[src/source/exec_pkg.sv]
package exec_pkg;

  localparam int unsigned xlen   = 32;
  localparam int unsigned reg_aw = 5;             // Register index width
  localparam int unsigned nregs  = 1 << reg_aw;

  // ALU operation codes
  typedef enum logic [4:0] {
    alu_and    = 5'b00000,
    alu_or     = 5'b00001,
    alu_add    = 5'b00010,
    alu_xor    = 5'b00011,
    alu_sub    = 5'b00100,
    alu_not    = 5'b00101,
    alu_sll    = 5'b00110,
    alu_srl    = 5'b00111,
    alu_sra    = 5'b01000,
    alu_slt    = 5'b01001,
    alu_sltu   = 5'b01010,
    alu_mul    = 5'b01011,
    alu_mulh   = 5'b01100,
    alu_mulhsu = 5'b01101,
    alu_mulhu  = 5'b01110,
    alu_div    = 5'b01111,
    alu_divu   = 5'b10000,
    alu_rem    = 5'b10001,
    alu_remu   = 5'b10010
  } alu_op_e;

  // Major opcodes handled by the core
  typedef enum logic [6:0] {
    op_reg    = 7'b0110011,
    op_imm    = 7'b0010011,
    op_branch = 7'b1100011
  } opcode_e;

  typedef enum logic [1:0] {
    cls_alu_reg,
    cls_alu_imm,
    cls_branch,
    cls_illegal
  } instr_class_e;

  // Branch conditions
  localparam logic [2:0] f3_beq  = 3'b000;
  localparam logic [2:0] f3_bne  = 3'b001;
  localparam logic [2:0] f3_blt  = 3'b100;
  localparam logic [2:0] f3_bge  = 3'b101;
  localparam logic [2:0] f3_bltu = 3'b110;
  localparam logic [2:0] f3_bgeu = 3'b111;

  localparam logic [6:0] f7_base = 7'b0000000;
  localparam logic [6:0] f7_alt  = 7'b0100000;  // SUB and SRA
  localparam logic [6:0] f7_mext = 7'b0000001;  // Multiply and divide group

  typedef struct packed {
    alu_op_e             op;
    instr_class_e        cls;
    logic [reg_aw-1:0]   rs1;
    logic [reg_aw-1:0]   rs2;
    logic [reg_aw-1:0]   rd;
    logic [xlen-1:0]     imm;
    logic                use_imm;
    logic [2:0]          funct3;
    logic                wr_en;
  } dec_t;

  typedef struct packed {
    logic [xlen-1:0]     result;
    logic [reg_aw-1:0]   rd;
    logic                wr_en;
    logic                branch_taken;
    logic [xlen-1:0]     next_pc;
    logic                illegal;
  } exec_out_t;

endpackage
[src/source/branch_unit.sv]
`timescale 1ns/1ns

module branch_unit (
  input  exec_pkg::instr_class_e    cls,
  input  logic [2:0]                funct3,
  input  logic                      zero,
  input  logic                      lt,
  input  logic [exec_pkg::xlen-1:0] pc,
  input  logic [exec_pkg::xlen-1:0] imm,
  output logic                      taken,
  output logic [exec_pkg::xlen-1:0] next_pc
);

  import exec_pkg::*;

  logic cond;

  always_comb
  begin
    case (funct3)
      f3_beq:  cond = zero;
      f3_bne:  cond = !zero;
      f3_blt:  cond = lt;
      f3_bge:  cond = !lt;
      f3_bltu: cond = lt;      // ALU already did unsigned compare
      f3_bgeu: cond = !lt;
      default: cond = 1'b0;
    endcase
  end

  assign taken = (cls == cls_branch) && cond;

  // Fall-through is the next word
  assign next_pc = taken ? pc + imm : pc + xlen'(4);

endmodule

[config.mk]
export PLATFORM = sky130hd
export DESIGN_NAME = branch_unit
export DESIGN_NICKNAME = d
export VERILOG_FILES = /design/src/source/exec_pkg.sv /design/src/source/branch_unit.sv
export SDC_FILE = /design/constraint.sdc
export NUM_CORES = 1
export LEC_CHECK = 0
export BUFFER_PORTS_ARGS = -buffer_cell sky130_fd_sc_hd__buf_2
export CORE_MARGIN = 5
export CORE_UTILIZATION = 40
export DETAILED_ROUTE_END_ITERATION = 10
export PLACE_DENSITY = 0.68
export REMOVE_ABC_BUFFERS = 1
export SETUP_SLACK_MARGIN = 0.05
export SYNTH_ARGS = -nofsm -noshare
export SYNTH_HDL_FRONTEND = slang
export SYNTH_SLANG_ARGS = --single-unit
[constraint.sdc]
create_clock -name vclk -period 2.1
set_input_delay 0.105 -clock vclk [all_inputs]
set_output_delay 0.105 -clock vclk [all_outputs]
set_load 0.01 [all_outputs]
==> impl_metrics.csv <==
group,metric,value,unit
final_layout,num_antenna_cells,0,
global_routing,grt_pass1_vias,3456,
global_routing,grt_overflow_total,0,
global_routing,grt_first_pass_wirelength,14700,µm
routing,ant_nets,0,
power,p_total,1.35,mW
floorplanning,core_region_area,6720,µm²
synthesis,ys_seq_area_share,0,%
routing,viasPerCell,5.48,
global_routing,grt_max_degree,34,
final_layout,nFillCells,516,
worst_setup_path,required,2.00,ns
global_routing,antenna_found_initial,0,
synthesis,syn_avg_cell_area,7.24,µm²
routing,drcViolationCount,0,
timing,relSlewSlack,70.7,%
floorplanning,io_pins,104,
routing,routedWlPerCell,14.6,µm
timing,rsz0062_at_grt,"true",
timing,finalHoldViolCount,0,
global_routing,grt_use_total,19.7,%
outcome,failed_checks,"negative setup slack",
outcome,outcome,"finished with violations",
place,hpwl,7560,µm
floorplanning,die_h,92.5,µm
place,gp_congestion,0.896,
global_routing,busiest_layer,"met2",
final_layout,final_core_util,70.9,%
final_layout,seq_cell_count,0,
timing,fin_crit_sh,120,%
synthesis,synth_area,2720,µm²
routing,drt_wl_total,9700,µm
worst_setup_path,cp_max_fo,2,
power,ir_drop,0.153,mV
timing,worst_slack,-0.411,ns
timing,fmax,398,MHz
run,drv_cap,0,
timing,fin_tns_setup,-3.97,ns
floorplanning,dieArea,8560,µm²
routing,num_vias,3636,
synthesis,yosys.cell_types.count,64,
floorplanning,die_w,92.5,µm
timing,tightest_slew,0.434,ns
timing,setup-violations-final,16,
final_layout,register_area,0,µm²
worst_setup_path,worstPathArrival,2.41,ns
power,p_per_area,283,nW/µm²
floorplanning,rows,30,
worst_setup_path,cp-end-kind,"output pin",
synthesis,syn_inst,376,
final_layout,multi_input_area,3120,µm²
clock_tree,holdBufCountCts,0,
floorplanning,start_util,40.5,%
routing,first_pass_iters,4,
final_layout,area_growth,74.8,%
worst_setup_path,crit_type,"input port to output pin",
final_layout,clkbuf_count,0,
place,io_buffers,104,
synthesis,ys_warn_count,0,
worst_setup_path,cp-start-kind,"input port",
routing,drt_iter0_drc,129,
final_layout,finalNetCount,690,
timing,period_needed,2.51,ns
power,power.leakage,2.23,nW
global_routing,gr-usage-met3,1.30,%
final_layout,layout-drive-gt1-share,51.4,%
hold_path,hp-class,"input port to output pin",
global_routing,gr-usage-met1,23.5,%
timing,finalMaxSlewViolations,0,
global_routing,grt_use_met2,39.0,%
[what timing repair did]
item,CTS,global route
pin swaps,22,48
setup endpoints to repair,25,27
resized for setup,22,89
setup buffers,6,12
[worst paths after layout]
check	start	to	cells past startpoint
max	pc[0]	next_pc[28]	14
min	pc[0]	next_pc[0]	3
[cell families after synthesis]
logic type | share of synthesized area [%]
simple gates | 27.1
fa+ha+maj | 15.4
buf+inv | 3.08
xor+xnor | 15.8
mux | 3.08
compound gates | 35.5
[cells in the final DEF, fill, tap and decap left out, types with 5 or more instances in the layout]
cell	netlist	final
buf_4	1	104
buf_2	4	93
nand2_1	41	38
nor2_1	31	30
a21oi_1	36	28
xnor2_1	29	28
xor2_1	20	19
nand3_1	19	17
ha_1	32	15
ha_4	0	15
buf_6	0	15
a21o_1	12	12
inv_1	11	11
o21ai_0	18	9
and3_1	9	8
nand4_1	8	8
o21ai_1	0	8
nand2b_1	7	6
a21oi_2	3	6
a21oi_4	0	5
and2_1	6	5
o21a_1	5	5
mux2i_1	5	5
[report_power, final]
part           internal [mW]  total [mW]  switching (mW)
clock                      0           0               0
sequential                 0           0               0
combinational          0.695        1.35           0.652
[per-layer routing]
metal | part of all wire, % | routed length [µm] | vias to the layer above
met5 | 0 | 0 | -
met4 | 1.2 | 115 | 0
met3 | 4.1 | 393 | 10
met2 | 53 | 5160 | 90
met1 | 42 | 4030 | 1720
li1 | - | - | 1816
[metrics by stage]
stage                     cell area [µm²]  setup WS [ns]  instances  hold WS [ns]
after floorplan                      2680          -1.59        367         0.294
after global placement               4070         -0.567        648         0.538
after detailed placement             4070         -0.632        648         0.543
after CTS                            4210         -0.481        652         0.531
after global routing                 4760         -0.495        664         0.539
final                                4760         -0.411        664         0.526
[cell type report]
cell class	count	share of cell area (%)
inverters	11	0.867
multi-input cells	356	65.5
well taps	80	2.10
repair buffers	217	31.5
[critical path: stages]
cell,delay [ns]
buf_8,0.10
ha_4,0.16
fa_2,0.37
a21o_1,0.19
a2bb2oi_2,0.16
a21oi_2,0.10
a31o_4,0.26
buf_6,0.12
a211oi_2,0.22
buf_4,0.17
o41ai_4,0.06
xnor2_1,0.14
mux2i_1,0.12
buf_2,0.14
[synth_stat cells (all sizes together), types with 2 or more instances]
library cell  instances  area share, %
nand2                41            5.7
a21oi                39            7.6
ha                   32             15
nor2                 32            4.5
xnor2                29            9.3
o21ai                20            4.2
xor2                 20            6.4
nand3                19            3.5
a21o                 12            3.3
inv                  11            1.5
and3                  9            2.1
nand4                 9            2.3
nand2b                7            1.6
a211oi                6            2.3
and2                  6            1.4
nor3                  6            1.7
buf                   5            1.0
mux2i                 5            1.8
nor2b                 5            1.1
o21a                  5            1.4
a2111oi               4            3.4
and4                  4            1.3
clkbuf                4           0.55
o211ai                4            1.1
a21boi                3           0.96
mux2                  3            1.2
o21bai                3           0.83
o31ai                 3            1.5
o41ai                 3            2.2
or3                   3           0.87
a211o                 2           0.64
a22o                  2           0.64
a31oi                 2           0.46
nor4                  2           0.46
o22ai                 2           0.69
o311ai                2            1.3
or2                   2           0.46
(Power assumes the default switching activity.)
