===== src/source/exec_pkg.sv =====
package exec_pkg;

  localparam int unsigned xlen   = 32;
  localparam int unsigned reg_aw = 5;             // Register index width
  localparam int unsigned nregs  = 1 << reg_aw;

  // ALU operation codes
  typedef enum logic [4:0] {
    alu_and    = 5'b00000,
    alu_or     = 5'b00001,
    alu_add    = 5'b00010,
    alu_xor    = 5'b00011,
    alu_sub    = 5'b00100,
    alu_not    = 5'b00101,
    alu_sll    = 5'b00110,
    alu_srl    = 5'b00111,
    alu_sra    = 5'b01000,
    alu_slt    = 5'b01001,
    alu_sltu   = 5'b01010,
    alu_mul    = 5'b01011,
    alu_mulh   = 5'b01100,
    alu_mulhsu = 5'b01101,
    alu_mulhu  = 5'b01110,
    alu_div    = 5'b01111,
    alu_divu   = 5'b10000,
    alu_rem    = 5'b10001,
    alu_remu   = 5'b10010
  } alu_op_e;

  // Major opcodes handled by the core
  typedef enum logic [6:0] {
    op_reg    = 7'b0110011,
    op_imm    = 7'b0010011,
    op_branch = 7'b1100011
  } opcode_e;

  typedef enum logic [1:0] {
    cls_alu_reg,
    cls_alu_imm,
    cls_branch,
    cls_illegal
  } instr_class_e;

  // Branch conditions
  localparam logic [2:0] f3_beq  = 3'b000;
  localparam logic [2:0] f3_bne  = 3'b001;
  localparam logic [2:0] f3_blt  = 3'b100;
  localparam logic [2:0] f3_bge  = 3'b101;
  localparam logic [2:0] f3_bltu = 3'b110;
  localparam logic [2:0] f3_bgeu = 3'b111;

  localparam logic [6:0] f7_base = 7'b0000000;
  localparam logic [6:0] f7_alt  = 7'b0100000;  // SUB and SRA
  localparam logic [6:0] f7_mext = 7'b0000001;  // Multiply and divide group

  typedef struct packed {
    alu_op_e             op;
    instr_class_e        cls;
    logic [reg_aw-1:0]   rs1;
    logic [reg_aw-1:0]   rs2;
    logic [reg_aw-1:0]   rd;
    logic [xlen-1:0]     imm;
    logic                use_imm;
    logic [2:0]          funct3;
    logic                wr_en;
  } dec_t;

  typedef struct packed {
    logic [xlen-1:0]     result;
    logic [reg_aw-1:0]   rd;
    logic                wr_en;
    logic                branch_taken;
    logic [xlen-1:0]     next_pc;
    logic                illegal;
  } exec_out_t;

endpackage

===== src/source/alu_decode.sv =====
`timescale 1ns/1ns

module alu_decode (
  input  logic [exec_pkg::xlen-1:0] instr,
  output exec_pkg::dec_t            dec
);

  import exec_pkg::*;

  logic [6:0] funct7;
  logic [2:0] funct3;
  logic       legal;

  assign funct7 = instr[31:25];
  assign funct3 = instr[14:12];

  always_comb
  begin
    dec         = '0;
    dec.op      = alu_add;
    dec.rd      = instr[11:7];
    dec.rs1     = instr[19:15];
    dec.rs2     = instr[24:20];
    dec.funct3  = funct3;
    dec.cls     = cls_illegal;
    legal       = 1'b1;

    case (instr[6:0])
      op_reg:
      begin
        dec.cls   = cls_alu_reg;
        dec.wr_en = 1'b1;
        if (funct7 == f7_base)
        begin
          case (funct3)
            3'b000:  dec.op = alu_add;
            3'b001:  dec.op = alu_sll;
            3'b010:  dec.op = alu_slt;
            3'b011:  dec.op = alu_sltu;
            3'b100:  dec.op = alu_xor;
            3'b101:  dec.op = alu_srl;
            3'b110:  dec.op = alu_or;
            default: dec.op = alu_and;
          endcase
        end
        else if (funct7 == f7_alt && funct3 == 3'b000)
          dec.op = alu_sub;
        else if (funct7 == f7_alt && funct3 == 3'b101)
          dec.op = alu_sra;
        else if (funct7 == f7_mext)
          dec.op = alu_op_e'(5'(alu_mul) + 5'(funct3));  // M group is contiguous
        else
          legal = 1'b0;
      end
      op_imm:
      begin
        dec.cls     = cls_alu_imm;
        dec.wr_en   = 1'b1;
        dec.use_imm = 1'b1;
        dec.imm     = {{(xlen-12){instr[31]}}, instr[31:20]};
        case (funct3)
          3'b000:  dec.op = alu_add;
          3'b010:  dec.op = alu_slt;
          3'b011:  dec.op = alu_sltu;
          3'b100:  dec.op = alu_xor;
          3'b110:  dec.op = alu_or;
          3'b111:  dec.op = alu_and;
          3'b001:
          begin
            dec.op = alu_sll;
            legal  = (funct7 == f7_base);
          end
          default:
          begin
            // SRLI or SRAI by funct7
            dec.op = (funct7 == f7_alt) ? alu_sra : alu_srl;
            legal  = (funct7 == f7_base) || (funct7 == f7_alt);
          end
        endcase
      end
      op_branch:
      begin
        dec.cls = cls_branch;
        dec.imm = {{(xlen-13){instr[31]}}, instr[31], instr[7], instr[30:25],
                   instr[11:8], 1'b0};
        case (funct3)
          f3_beq, f3_bne:   dec.op = alu_sub;   // Decided by zero flag
          f3_blt, f3_bge:   dec.op = alu_slt;
          f3_bltu, f3_bgeu: dec.op = alu_sltu;
          default:          legal  = 1'b0;
        endcase
      end
      default: legal = 1'b0;
    endcase

    if (!legal)
    begin
      dec.cls   = cls_illegal;
      dec.wr_en = 1'b0;
    end
  end

endmodule


===== config.mk =====
export PLATFORM = sky130hd
export DESIGN_NAME = alu_decode
export DESIGN_NICKNAME = d
export VERILOG_FILES = /design/src/source/exec_pkg.sv /design/src/source/alu_decode.sv
export SDC_FILE = /design/constraint.sdc
export NUM_CORES = 1
export LEC_CHECK = 0
export ABC_CLOCK_PERIOD_IN_PS = 5000
export BUFFER_PORTS_ARGS = -buffer_cell sky130_fd_sc_hd__buf_2
export CORE_ASPECT_RATIO = 1.1
export CORE_MARGIN = 2
export CORE_UTILIZATION = 42
export DETAILED_ROUTE_END_ITERATION = 12
export MAX_ROUTING_LAYER = met4
export PLACE_DENSITY = 0.91
export SYNTH_ARGS = -nofsm -noshare
export SYNTH_HDL_FRONTEND = slang
export SYNTH_SLANG_ARGS = --single-unit

===== constraint.sdc =====
create_clock -name vclk -period 5
set_clock_uncertainty 0.2 [all_clocks]
set_input_delay 0.25 -clock vclk [all_inputs]
set_output_delay 0.25 -clock vclk [all_outputs]
set_load 0.02 [all_outputs]

==> run_results.csv <==
group,metric,value,unit
floorplanning,coreArea,0.00206,mm²
timing,fmax,433,MHz
yosys,postSynthCellCount,139,
flow_run,drv_cap,0,
routing,drc_errors,0,
status,outcome,"finished clean",
critical_path,startpoint_type,"primary input",
critical_path,worstPathMaxFanout,13,
place,pre_cts_ws,2.69,ns
global_routing,overflow,0,
critical_path,crit_family,"compound AO/OA/AOI/OAI gates",
global_routing,first_global_vias,919,
yosys,synthDistinctLibCells,43,
timing,tns,0,ns
power_and_ir_drop,power_frac_comb,1.000,
routing,first_pass_iters,4,
yosys,syn_area,936,µm²
final_layout,nets,219,
global_routing,grt_usage,0.195,
yosys,synth_area_per_cell,6.73,µm²
timing,rsz0062_at_grt,"false",
critical_path,worst_ep_required_time,4.55,ns
routing,first_iter_violations,23,
floorplanning,pin_count,91,
timing,worst_slew_pin_slew,0.482,ns
timing,max-slew-margin-rel,0.676,
power_and_ir_drop,max-vdd-ir-drop,0.0289,mV
timing,setup_viol,0,
clock_tree,cts_resized,0,
power_and_ir_drop,sw_frac_of_total,0.611,
floorplanning,rows,17,
final_layout,area_delta_synth_final,15.5,%
floorplanning,die-area,0.00262,mm²
floorplanning,dieWidth,49.0,µm
final_layout,multi_input_area,618,µm²
final_layout,regArea,0,µm²
critical_path,endpoint_kind,"output pin",
place,dp_hpwl,2140,µm
global_routing,grt_max_degree,21,
critical_path,critical-path-slowest-cell,"a211o_1",
power_and_ir_drop,power_density,54.5,mW/mm²
yosys,yosysSeqAreaShare,0,
final_layout,fillers,217,
timing,fin_ws,2.69,ns
routing,wire_per_inst,12.4,µm
timing,final.period_utilization,0.462,
critical_path,arrival,1.86,ns
power_and_ir_drop,p_sw,0.0360,mW
place,place_congestion,0.920,
final_layout,drive_gt1_frac,0.480,
routing,vias,1112,
routing,via_per_inst,5.37,
critical_path,crit_chain,"buf_2 > inv_1 > ha_1 > nor2b_1 > a211o_1 > a31o_1 > a31o_1 > buf_2",
final_layout,n_clock_buffer,0,
routing,drtAntennaViolNets,0,
power_and_ir_drop,seq_power_share,0,
critical_path,max_stage_delay,0.30,ns
global_routing,grt_pass1_wl,4080,µm
timing,hold_viol,0,
final_layout,n_sequential_cell,0,
power_and_ir_drop,intPower,0.0229,mW
place,io_buffers,81,
timing,finalMaxSlewViolations,0,
power_and_ir_drop,p_leak,0.633,nW
power_and_ir_drop,clkPwrFrac,0,
clock_tree,hold_buffers,0,
yosys,yosys_warnings,0,
routing,wl,2560,µm
timing,finalCriticalPeriod,2.31,ns
floorplanning,dieHeight,53.5,µm
floorplanning,start_util,0.454,
global_routing,antenna_found_initial,0,
yosys,synthesis.nets,177,
hold_path,hold_class,"in2out",
final_layout,diodes,0,
clock_tree,post-cts-setup-buffers,0,
critical_path,crit_type,"in2out",
critical_path,critPathBufInv,3,
==> metal layers <==
layer	GRT usage	vias to the layer above	wire, µm
met2	0.374	73	1270
met3	0.0254	6	273
met5	-	-	0
met4	0.0381	0	31
li1	-	535	-
met1	0.220	498	984
==> cell usage after synthesis (all sizes together) (2+ instances only) <==
cell | instances | area share
buf | 39 | 0.31
nor2 | 12 | 0.051
nand2 | 10 | 0.043
and2 | 8 | 0.053
ha | 6 | 0.080
o21ai | 6 | 0.032
a22o | 5 | 0.047
inv | 5 | 0.020
nand3 | 4 | 0.021
nor3 | 4 | 0.033
a21oi | 3 | 0.016
nand2b | 3 | 0.020
a31o | 2 | 0.019
clkbuf | 2 | 0.0080
nor2b | 2 | 0.013
o211ai | 2 | 0.016
o21bai | 2 | 0.016
o221ai | 2 | 0.019
o311ai | 2 | 0.019
==> stage by stage <==
stage          power (mW)  cells  hold WS [ns]   util  instance area [µm²]
5_1_grt            0.0652    207         0.300  0.524                 1080
6_report           0.0589    207         0.300  0.524                 1080
3_3_place_gp       0.0584    207         0.300  0.524                 1080
2_1_floorplan      0.0478    139         0.413      -                  936
3_5_place_dp       0.0589    207         0.300  0.524                 1080
4_1_cts            0.0590    207         0.300  0.524                 1080
==> layout make-up <==
type,instances,area share
multi-input combinational,92,0.572
timing repair buffer,81,0.375
tap,28,0.0324
inverter,6,0.0208
==> power by group through the flow <==
stage                     combinational [mW]  clock, mW  sequential, mW
after floorplan                       0.0478          0               0
after global placement                0.0584          0               0
after detailed placement              0.0589          0               0
after CTS                             0.0590          0               0
after global routing                  0.0652          0               0
final                                 0.0589          0               0
==> cells in the final DEF, fill, tap and decap left out, types with 3 or more instances in the layout <==
cell / instances
a22o_1: 5
nor2_1: 11
o21ai_0: 6
ha_1: 6
buf_2: 81
nand2b_1: 3
and2_1: 8
a21oi_1: 3
nand2_1: 9
nor3_1: 3
inv_1: 5
nand3_1: 4
==> logic make-up (layout without fill, tap and decap cells) <==
family	Yosys count	after routing	synth area share
adders and majority gates	6	6	0.0802
and+or+nand+nor	53	53	0.321
AOI/OAI and AO/OA	33	33	0.259
buffers and inverters	47	87	0.340
==> path summary, 6_finish.rpt <==
check | start | to | slack [ns] | cells after the start
max | instr[13] | dec[53] | 2.69 | 8
min | instr[15] | dec[47] | 0.30 | 0
Power figures use the tool's default switching activity.
